### config.mk
export PLATFORM = sky130hd
export DESIGN_NAME = entropy_gen
export DESIGN_NICKNAME = d
export VERILOG_FILES = /design/src/source/entropy_pkg.sv /design/src/source/entropy_ifs.sv /design/src/source/entropy_fsm.sv /design/src/source/entropy_gen.sv /design/src/source/prng_lane.sv /design/src/source/rand_buffer.sv /design/src/source/seed_loader.sv /design/src/source/wait_timer.sv
export SDC_FILE = /design/constraint.sdc
export NUM_CORES = 1
export LEC_CHECK = 0
export ABC_AREA = 1
export BUFFER_PORTS_ARGS = -buffer_cell sky130_fd_sc_hd__buf_4
export CORE_MARGIN = 2
export CORE_UTILIZATION = 40
export DETAILED_ROUTE_END_ITERATION = 6
export PLACE_DENSITY = 0.59
export SLEW_MARGIN = 25
export SYNTH_ARGS = -nofsm -noshare
export SYNTH_HDL_FRONTEND = slang
export SYNTH_SLANG_ARGS = --single-unit
### constraint.sdc
create_clock -name clk_i -period 2.3 [get_ports clk_i]
set_input_delay 0 -clock clk_i [delete_from_list [all_inputs] [get_ports clk_i]]
set_output_delay 0 -clock clk_i [all_outputs]
set_load 0.02 [all_outputs]
### src/source/entropy_pkg.sv
/*
 * Entropy generator shared definitions
 * Widths, mode and error encodings and the error report type
 */
package entropy_pkg;

  // One lane, also the EDN bus and software seed width
  parameter int unsigned LaneW = 32;

  // EDN wait timer and its prescaler
  parameter int unsigned TimerW     = 16;
  parameter int unsigned PrescalerW = 10;

  // Odd stride of the output bit permutation
  parameter int unsigned PermStride = 37;

  // Substitute for an all-zero lane seed, an LFSR would lock up on zero
  parameter logic [LaneW-1:0] LaneFix = 32'h0000_0001;

  // Error info word width
  parameter int unsigned ErrInfoW = 24;

  typedef enum logic [1:0] {
    ModeNone = 2'd0,
    ModeSw   = 2'd1,
    ModeEdn  = 2'd2
  } entropy_mode_e;

  typedef enum logic [7:0] {
    ErrNone             = 8'd0,
    ErrWaitTimerExpired = 8'd1,
    ErrIncorrectMode    = 8'd2
  } err_code_e;

  // Info word, read by error code
  typedef union packed {
    // Remaining wait timer count
    struct packed {
      logic [ErrInfoW-TimerW-1:0] zero;
      logic [TimerW-1:0]          count;
    } timer_view;
    // Offending latched mode
    struct packed {
      logic [ErrInfoW-3:0] zero;
      entropy_mode_e       mode;
    } mode_view;
  } err_info_u;

  typedef struct packed {
    logic      valid;
    err_code_e code;
    err_info_u info;
  } err_t;

endpackage

### src/source/entropy_ifs.sv
/*
 * Internal links of the entropy generator
 * seed_if feeds seed words to the lanes, timer_if runs the EDN wait timer
 */
`timescale 1ns/100ps

// FSM to seed loader
interface seed_if import entropy_pkg::*; ();
  logic             start;
  logic             ack;
  logic [LaneW-1:0] word;
  logic             req;
  logic             done;

  modport master (output start, ack, word, input req, done);
  modport slave (input start, ack, word, output req, done);
endinterface

// FSM to EDN wait timer
interface timer_if import entropy_pkg::*; ();
  logic              update;
  logic              enable;
  logic              expired;
  logic [TimerW-1:0] value;

  modport master (output update, enable, input expired, value);
  modport slave (input update, enable, output expired, value);
endinterface

### src/source/entropy_fsm.sv
/*
 * Entropy control FSM
 * Latches the mode, runs SW or EDN reseeding, sequences word generation,
 * keeps the valid flag and reports wait-timer and mode errors
 */
`timescale 1ns/100ps

module entropy_fsm import entropy_pkg::*; (
  input  logic             clk_i,
  input  logic             rst_ni,
  input  logic             entropy_ready_i,
  input  entropy_mode_e    mode_i,
  input  logic             seed_update_i,
  input  logic [LaneW-1:0] seed_data_i,
  input  logic [LaneW-1:0] entropy_data_i,
  input  logic             entropy_ack_i,
  output logic             entropy_req_o,
  input  logic             entropy_refresh_req_i,
  input  logic             err_processed_i,
  input  logic             rand_update_i,
  input  logic             rand_consumed_i,
  output logic             rand_valid_o,
  output logic             rand_early_o,
  output err_t             err_o,
  output logic             prng_en_o,
  output logic             data_update_o,
  seed_if.master           seed,
  timer_if.master          timer
);

  typedef enum logic [2:0] {
    StReset,
    StSwSeedWait,
    StEdn,
    StGenerate,
    StReady,
    StErrWaitExpired,
    StErrIncorrectMode,
    StErr
  } state_e;

  state_e        state_q, state_d;
  entropy_mode_e mode_q;
  logic          mode_latch;
  logic          valid_set, valid_clear;
  logic          entropy_req;
  logic          req_hold_q;
  // Consume path stays one extra cycle in Generate
  logic          gen_wait_set, gen_wait_q;

  ////////////////////////////////////////////////////////////////////////////
  // Registers
  ////////////////////////////////////////////////////////////////////////////

  always_ff @(posedge clk_i or negedge rst_ni) begin
    if (!rst_ni) begin
      state_q    <= StReset;
      mode_q     <= ModeNone;
      gen_wait_q <= 1'b0;
    end else begin
      state_q    <= state_d;
      gen_wait_q <= gen_wait_set;
      if (mode_latch) begin
        mode_q <= mode_i;
      end
    end
  end

  // Set wins, the FSM only sets while other work goes on
  always_ff @(posedge clk_i or negedge rst_ni) begin
    if (!rst_ni) begin
      rand_valid_o <= 1'b0;
    end else if (valid_set) begin
      rand_valid_o <= 1'b1;
    end else if (valid_clear) begin
      rand_valid_o <= 1'b0;
    end
  end

  // Valid follows in the next cycle
  assign rand_early_o = valid_set;

  // EDN request is held until acknowledged, even if the FSM gave up on it
  always_ff @(posedge clk_i or negedge rst_ni) begin
    if (!rst_ni) begin
      req_hold_q <= 1'b0;
    end else begin
      req_hold_q <= (req_hold_q | entropy_req) & ~entropy_ack_i;
    end
  end

  assign entropy_req_o = entropy_req | req_hold_q;

  // Seed source follows the latched mode
  assign seed.word = (mode_q == ModeSw) ? seed_data_i : entropy_data_i;

  ////////////////////////////////////////////////////////////////////////////
  // Next state and outputs
  ////////////////////////////////////////////////////////////////////////////

  always_comb begin
    state_d       = state_q;
    mode_latch    = 1'b0;
    valid_set     = 1'b0;
    valid_clear   = 1'b0;
    entropy_req   = 1'b0;
    gen_wait_set  = 1'b0;
    prng_en_o     = 1'b0;
    data_update_o = 1'b0;
    seed.start    = 1'b0;
    seed.ack      = 1'b0;
    timer.update  = 1'b0;
    timer.enable  = 1'b0;
    err_o         = '0;

    unique case (state_q)
      StReset: begin
        if (entropy_ready_i) begin
          // Drop the dummy word and take the configured mode
          valid_clear = 1'b1;
          mode_latch  = 1'b1;
          if (mode_i == ModeSw) begin
            seed.start = 1'b1;
            state_d    = StSwSeedWait;
          end else if (mode_i == ModeEdn) begin
            seed.start   = 1'b1;
            timer.update = 1'b1;
            state_d      = StEdn;
          end else begin
            state_d = StErrIncorrectMode;
          end
        end else begin
          // Dummy valid so consumers can run before SW sets up
          valid_set = 1'b1;
        end
      end

      StSwSeedWait: begin
        // Each SW strobe acks one seed word
        seed.ack = seed_update_i;
        if (seed.done) begin
          prng_en_o     = 1'b1;
          data_update_o = 1'b1;
          valid_clear   = 1'b1;
          state_d       = StGenerate;
        end
      end

      StEdn: begin
        entropy_req  = seed.req;
        timer.enable = 1'b1;
        if (timer.expired) begin
          state_d = StErrWaitExpired;
        end else begin
          seed.ack = entropy_ack_i;
          if (seed.done) begin
            prng_en_o     = 1'b1;
            data_update_o = 1'b1;
            valid_clear   = 1'b1;
            state_d       = StGenerate;
          end else if (rand_update_i || rand_consumed_i) begin
            // Old word still used while the reseed is pending
            prng_en_o     = 1'b1;
            data_update_o = 1'b1;
            valid_clear   = rand_consumed_i;
          end
        end
      end

      StGenerate: begin
        if (!gen_wait_q) begin
          valid_set = 1'b1;
          state_d   = StReady;
        end
      end

      StReady: begin
        if (rand_update_i || rand_consumed_i) begin
          prng_en_o     = 1'b1;
          data_update_o = 1'b1;
          if (rand_consumed_i) begin
            valid_clear  = 1'b1;
            gen_wait_set = 1'b1;
            state_d      = StGenerate;
          end
        end else if (mode_q == ModeEdn && entropy_refresh_req_i) begin
          // Manual reseed from EDN
          seed.start   = 1'b1;
          timer.update = 1'b1;
          state_d      = StEdn;
        end
      end

      StErrWaitExpired: begin
        err_o.valid                  = 1'b1;
        err_o.code                   = ErrWaitTimerExpired;
        err_o.info.timer_view.count  = timer.value;
        state_d                      = StErr;
      end

      StErrIncorrectMode: begin
        err_o.valid                = 1'b1;
        err_o.code                 = ErrIncorrectMode;
        err_o.info.mode_view.mode  = mode_q;
        state_d                    = StErr;
      end

      StErr: begin
        // Keep valid so a running hash can finish
        valid_set     = 1'b1;
        prng_en_o     = rand_update_i | rand_consumed_i;
        data_update_o = rand_update_i | rand_consumed_i;
        if (err_processed_i) begin
          state_d = StReset;
        end
      end

      default: begin
        state_d = StReset;
      end
    endcase
  end

endmodule

### src/source/entropy_gen.sv
/*
 * Entropy generator top level
 * Seeded PRNG for a masked hash core, fed by software or EDN
 */
`timescale 1ns/100ps

module entropy_gen import entropy_pkg::*; #(
  parameter int unsigned NumLanes = 4
) (
  input  logic                      clk_i,
  input  logic                      rst_ni,
  // EDN
  output logic                      entropy_req_o,
  input  logic                      entropy_ack_i,
  input  logic [LaneW-1:0]          entropy_data_i,
  // Randomness to the core
  output logic                      rand_valid_o,
  output logic                      rand_early_o,
  output logic [NumLanes*LaneW-1:0] rand_data_o,
  input  logic                      rand_update_i,
  input  logic                      rand_consumed_i,
  // Configuration
  input  entropy_mode_e             mode_i,
  input  logic                      entropy_ready_i,
  input  logic                      seed_update_i,
  input  logic [LaneW-1:0]          seed_data_i,
  input  logic                      entropy_refresh_req_i,
  input  logic [PrescalerW-1:0]     wait_timer_prescaler_i,
  input  logic [TimerW-1:0]         wait_timer_limit_i,
  // Errors
  output err_t                      err_o,
  input  logic                      err_processed_i
);

  seed_if  seed_bus ();
  timer_if timer_bus ();

  logic                      prng_en;
  logic                      data_update;
  logic [NumLanes-1:0]       lane_load;
  logic [LaneW-1:0]          lane_seed;
  logic [NumLanes*LaneW-1:0] lane_state;

  entropy_fsm u_fsm (
    .clk_i,
    .rst_ni,
    .entropy_ready_i,
    .mode_i,
    .seed_update_i,
    .seed_data_i,
    .entropy_data_i,
    .entropy_ack_i,
    .entropy_req_o,
    .entropy_refresh_req_i,
    .err_processed_i,
    .rand_update_i,
    .rand_consumed_i,
    .rand_valid_o,
    .rand_early_o,
    .err_o,
    .prng_en_o     (prng_en),
    .data_update_o (data_update),
    .seed          (seed_bus),
    .timer         (timer_bus)
  );

  wait_timer u_timer (
    .clk_i,
    .rst_ni,
    .wait_timer_prescaler_i,
    .wait_timer_limit_i,
    .timer (timer_bus)
  );

  seed_loader #(.NumLanes(NumLanes)) u_loader (
    .clk_i,
    .rst_ni,
    .seed        (seed_bus),
    .lane_load_o (lane_load),
    .lane_seed_o (lane_seed)
  );

  // Lane i starts from i + 1
  for (genvar i = 0; i < NumLanes; i++) begin : gen_lane
    prng_lane #(.LaneReset(LaneW'(i + 1))) u_lane (
      .clk_i,
      .rst_ni,
      .load_i  (lane_load[i]),
      .seed_i  (lane_seed),
      .step_i  (prng_en),
      .state_o (lane_state[i*LaneW +: LaneW])
    );
  end

  rand_buffer #(.NumLanes(NumLanes)) u_buffer (
    .clk_i,
    .rst_ni,
    .lane_state_i (lane_state),
    .update_i     (data_update),
    .rand_data_o
  );

endmodule

### src/source/prng_lane.sv
/*
 * PRNG lane
 * 32-bit Fibonacci LFSR, taps 32 22 2 1, seed load with zero fix
 */
`timescale 1ns/100ps

module prng_lane import entropy_pkg::*; #(
  parameter logic [LaneW-1:0] LaneReset = LaneFix
) (
  input  logic             clk_i,
  input  logic             rst_ni,
  input  logic             load_i,
  input  logic [LaneW-1:0] seed_i,
  input  logic             step_i,
  output logic [LaneW-1:0] state_o
);

  logic [LaneW-1:0] state_q;
  logic             feedback;

  assign feedback = state_q[31] ^ state_q[21] ^ state_q[1] ^ state_q[0];

  // Load beats step
  always_ff @(posedge clk_i or negedge rst_ni) begin
    if (!rst_ni) begin
      state_q <= LaneReset;
    end else if (load_i) begin
      state_q <= (seed_i == '0) ? LaneFix : seed_i;
    end else if (step_i) begin
      state_q <= {state_q[LaneW-2:0], feedback};
    end
  end

  assign state_o = state_q;

endmodule

### src/source/rand_buffer.sv
/*
 * Random output buffer
 * Registers the permuted lane states, keeps PRNG glitches off the output
 */
`timescale 1ns/100ps

module rand_buffer import entropy_pkg::*; #(
  parameter int unsigned NumLanes = 4
) (
  input  logic                      clk_i,
  input  logic                      rst_ni,
  input  logic [NumLanes*LaneW-1:0] lane_state_i,
  input  logic                      update_i,
  output logic [NumLanes*LaneW-1:0] rand_data_o
);

  localparam int unsigned DataW = NumLanes * LaneW;

  // Output bit i takes input bit (i * stride) mod width
  function automatic logic [DataW-1:0] permute(input logic [DataW-1:0] word);
    logic [DataW-1:0] res;
    for (int i = 0; i < DataW; i++) begin
      res[i] = word[(i * PermStride) % DataW];
    end
    return res;
  endfunction

  // Lane i resets to i + 1
  function automatic logic [DataW-1:0] lane_resets();
    logic [DataW-1:0] res;
    for (int l = 0; l < NumLanes; l++) begin
      res[l*LaneW +: LaneW] = LaneW'(l + 1);
    end
    return res;
  endfunction

  localparam logic [DataW-1:0] ResetWord = permute(lane_resets());

  // Captures lane states from before this edge's step
  always_ff @(posedge clk_i or negedge rst_ni) begin
    if (!rst_ni) begin
      rand_data_o <= ResetWord;
    end else if (update_i) begin
      rand_data_o <= permute(lane_state_i);
    end
  end

endmodule

### src/source/seed_loader.sv
/*
 * Seed loader
 * Hands one acked seed word to each lane in turn and flags the end
 */
`timescale 1ns/100ps

module seed_loader import entropy_pkg::*; #(
  parameter int unsigned NumLanes = 4
) (
  input  logic                clk_i,
  input  logic                rst_ni,
  seed_if.slave               seed,
  output logic [NumLanes-1:0] lane_load_o,
  output logic [LaneW-1:0]    lane_seed_o
);

  localparam int unsigned CntW = (NumLanes > 1) ? $clog2(NumLanes) : 1;

  logic [CntW-1:0] cnt_q;
  logic            req_q;
  logic            done_q;
  logic            write;
  logic            last;

  // Word taken while requesting
  assign write = req_q && seed.ack;
  assign last  = (cnt_q == CntW'(NumLanes - 1));

  always_ff @(posedge clk_i or negedge rst_ni) begin
    if (!rst_ni) begin
      cnt_q  <= '0;
      req_q  <= 1'b0;
      done_q <= 1'b0;
    end else begin
      done_q <= write && last;
      if (seed.start) begin
        cnt_q <= '0;
        req_q <= 1'b1;
      end else if (write) begin
        cnt_q <= cnt_q + 1'b1;
        if (last) begin
          req_q <= 1'b0;
        end
      end
    end
  end

  // Strobe for the addressed lane only
  for (genvar i = 0; i < NumLanes; i++) begin : gen_load
    assign lane_load_o[i] = write && (cnt_q == CntW'(i));
  end

  assign lane_seed_o = seed.word;
  assign seed.req    = req_q;
  // Done once all lanes hold their new seed
  assign seed.done   = done_q;

endmodule

### src/source/wait_timer.sv
/*
 * EDN wait timer
 * Prescaled down-counter, expires at zero if the limit was non-zero
 */
`timescale 1ns/100ps

module wait_timer import entropy_pkg::*; (
  input  logic                  clk_i,
  input  logic                  rst_ni,
  input  logic [PrescalerW-1:0] wait_timer_prescaler_i,
  input  logic [TimerW-1:0]     wait_timer_limit_i,
  timer_if.slave                timer
);

  logic [PrescalerW-1:0] presc_reload_q, presc_cnt_q;
  logic [TimerW-1:0]     value_q;
  logic                  limit_nz_q;
  logic                  expired_q;
  logic                  tick;

  // One tick per prescaler wrap
  assign tick = timer.enable && (presc_cnt_q == '0);

  always_ff @(posedge clk_i or negedge rst_ni) begin
    if (!rst_ni) begin
      presc_reload_q <= '0;
      presc_cnt_q    <= '0;
    end else if (timer.update) begin
      presc_reload_q <= wait_timer_prescaler_i;
      presc_cnt_q    <= wait_timer_prescaler_i;
    end else if (tick) begin
      presc_cnt_q <= presc_reload_q;
    end else if (timer.enable) begin
      presc_cnt_q <= presc_cnt_q - 1'b1;
    end
  end

  // Zero limit disables expiry
  always_ff @(posedge clk_i or negedge rst_ni) begin
    if (!rst_ni) begin
      value_q    <= '0;
      limit_nz_q <= 1'b0;
      expired_q  <= 1'b0;
    end else if (timer.update) begin
      value_q    <= wait_timer_limit_i;
      limit_nz_q <= |wait_timer_limit_i;
      expired_q  <= 1'b0;
    end else if (timer.enable) begin
      if (tick && value_q != '0) begin
        value_q <= value_q - 1'b1;
      end
      if (value_q == '0 && limit_nz_q) begin
        expired_q <= 1'b1;
      end
    end
  end

  assign timer.expired = expired_q;
  assign timer.value   = value_q;

endmodule
==> out/metrics.cfg <==
[synthesis]
ys_ff_latch = 306
synth_cells = 1942
syn_area_um2 = 14800
yosys.cell_types.count = 41
synth_top_area_share_pct = 49.9
synth_largest_area_cell = dfrtp_1
synth_edf_count = 0
synth_common_cells = nand2_1 (852), nand3_1 (309), dfrtp_1 (296)
yosysMostFrequentCell = nand2_1
ys_seq_area_share_pct = 51.7
ys.flop_type = dfrtp_1
ys_warn_count = 0
synthArstFlopShare_pct = 100
avgSynthCellArea_um2 = 7.64
synth_area_leaders = dfrtp_1 (50%), nand2_1 (22%), nand3_1 (10%)

[die]
rows = 70
io_pins = 265
core_um2 = 36600
die_area_um2 = 38700
die_w_um = 197
initial_core_util_pct = 40.5
fp.dieH_um = 197

[route]
dr_total_vias = 13800
viasPerCell = 5.10
met1_length_um = 21100
drt_iter0_drc = 1213
wl_per_cell_um = 17.6
drc = 0
wirelength_um = 47800
route.met2.wl_um = 21900
dr_wl_met3_um = 3500
dr.max_layer_used = met4
ant_nets = 0
drt_first_pass_iters = 5

[placement]
gp_congestion = 0.902
port_buffers = 250
detailed_place_hpwl_um = 34400

[clock_tree]
postCtsSetupRepairBufs = 0
cts_tree = done
cts_root_buf = clkbuf_16
cts-htree-levels = 2
clockBufferDepth = 3
clkTransAtPathRegs_ns = 0.06
clk-insertion-delay-late_ns = 0.52
numCtsBuffers = 36
cts.sinks = 306

[worst_setup_path]
crit_path_frequent_cell = nand3_1
cp.required_ns = 2.75
slowest_stage = dfrtp_1
cp_max_fo = 64
start_kind = flop
endpoint_kind = flop
path_delay_family = buffers and inverters
worstPathCellList = inv_2 > fa_1 > clkinv_1 > nand2_4 > inv_6 > buf_12 > nand3_1 > nand3_1
arrival_ns = 2.58
timing.critical_path.buf_inv = 4
cpPeakStageDelay_ns = 0.44
worstSetupPathType = flop to flop

[timing]
fin_setup_tns_ns = 0
max-slew-margin-rel_pct = 56.4
finalHoldViolCount = 0
rsz0062_at_grt = no
max_freq_ghz = 0.470
setup_violations = 0
fin_hold_ws_ns = 0.0376
period_minus_slack_ns = 2.13
fin_crit_sh_pct = 92.5
finalMaxSlewViolations = 0
fin_skew_ns = 0.00950
worst_slew_pin_slew_ns = 0.653

[cells_and_area]
nets = 2329
syn2layout_area_growth_pct = 27.3
antenna_cells = 0
drive_gt1_share_pct = 17.6

[global_routing]
grt_usage_pct = 24.7
grt_max_degree = 137
grt_pass1_vias = 13300
grt_pass1_wl_um = 74400
antenna_found_initial = 0
grt-ovfl-total = 0

[hold_path]
hp-class = primary input to flop

[run]
drv_cap = 0

[power_and_ir_drop]
power.density_nw_per_um2 = 1400
ir_worst_vdd_v = 0.000854
p_leak_nw = 10.2

[status]
status = completed

## routing by layer
layer	GRT usage (%)	vias to the layer above
met1	34.4	6588
met4	7.21	0
met3	4.38	72
met2	39.6	552
li1	-	6624
met5	0	-
## cell type report
cell class	count	area [µm²]
inverters	157	594
clock buffers	55	1080
well taps	468	586
clock inverters	8	72.6
multi-input cells	1382	6080
fillers	3516	17700
repair buffers	336	2810
flip-flops and latches	306	7670
## worst reg2reg max path, delay by kind of cell (launching register included)
| family | cells | cell delay (ns) |
|---|---|---|
| buf+inv | 4 | 0.79 |
| fa+ha+maj | 1 | 0.44 |
| flops | 1 | 0.44 |
| simple gates | 3 | 0.40 |
## layout by cell type, fill, tap and decap left out, drive strengths merged, types with 8 or more instances in the layout
| master | synthesis | routed |
|---|---|---|
| buf | 74 | 302 |
| clkbuf | 36 | 55 |
| conb | 1 | 14 |
| dfrtp | 296 | 296 |
| dfstp | 10 | 10 |
| dlygate4sd3 | 0 | 34 |
| ha | 8 | 8 |
| inv | 155 | 157 |
| nand2 | 855 | 855 |
| nand3 | 311 | 311 |
| nand3b | 14 | 14 |
| nor2 | 69 | 69 |
| o211ai | 9 | 9 |
| o21ai | 45 | 45 |
| xor2 | 15 | 15 |
## what timing repair did
item,4_1_cts,5_1_grt
hold buffers,35,0
endpoints found under the hold margin,345,0
resized for setup,0,2
setup endpoints to repair,0,2
## final timing paths
| path | start | end | slack [ns] | cells past startpoint |
|---|---|---|---|---|
| worst min register to register | u_buffer.rand_data_o[58] | u_buffer.rand_data_o[58] | 0.47 | 2 |
| min in group asynchronous | rst_ni | u_buffer.rand_data_o[0] | 0.10 | 2 |
| worst max-delay path | u_fsm.state_q[2] | gen_lane[3].u_lane.state_o[21] | 0.17 | 8 |
| worst min-delay path | rand_update_i | u_loader.seed.req | 0.04 | 5 |
| max in group asynchronous | rst_ni | u_buffer.rand_data_o[77] | 1.70 | 3 |
| worst max register to register | u_fsm.state_q[2] | gen_lane[3].u_lane.state_o[21] | 0.17 | 8 |
## cells by family after synthesis
logic type               synth area share [%]
buffers and inverters                    7.82
XOR/XNOR                                 1.24
AND/OR/NAND/NOR                          35.9
flip-flops                               51.7
other                                  0.0253
AO/OA/AOI/OAI                            2.57
adder cells (fa/ha/maj)                 0.809
## registers in the layout, indices dropped and copies added (netlist names)
name	flops
u_timer.timer.value	16
u_fsm.rand_valid_o	1
u_fsm.gen_wait_q	1
u_fsm.state_q	3
u_fsm.req_hold_q	1
gen_lane.u_lane.state_o	128
u_timer.presc_cnt_q	10
u_timer.limit_nz_q	1
u_fsm.mode_q	2
u_loader.cnt_q	2
u_timer.presc_reload_q	10
u_loader.seed.req	1
u_timer.timer.expired	1
u_loader.seed.done	1
u_buffer.rand_data_o	128
## where the power goes
group	leakage, nW	switching (mW)	internal [mW]	total, mW
registers	3.97	1.73	7.57	9.30
clock network	0.574	2.27	3.36	5.62
logic	5.69	7.34	4.11	11.4
total	10.2	11.3	15.0	26.4
## through the flow
stage | setup slack (ns) | cells | cell area, µm² | power, mW | utilization, %
finish | 0.174 | 2712 | 18900 | 26.4 | 51.6
global route | 0.0133 | 2712 | 18900 | 28.1 | 51.6
CTS | 0.175 | 2712 | 18900 | 26.5 | 51.6
detailed placement | 0.216 | 2614 | 17400 | 20.7 | 47.4
global placement | 0.231 | 2614 | 17400 | 20.5 | 47.4
floorplan | 0.319 | 1955 | 14900 | 16.0 | -
No activity file was read; power rests on OpenSTA's default activity.
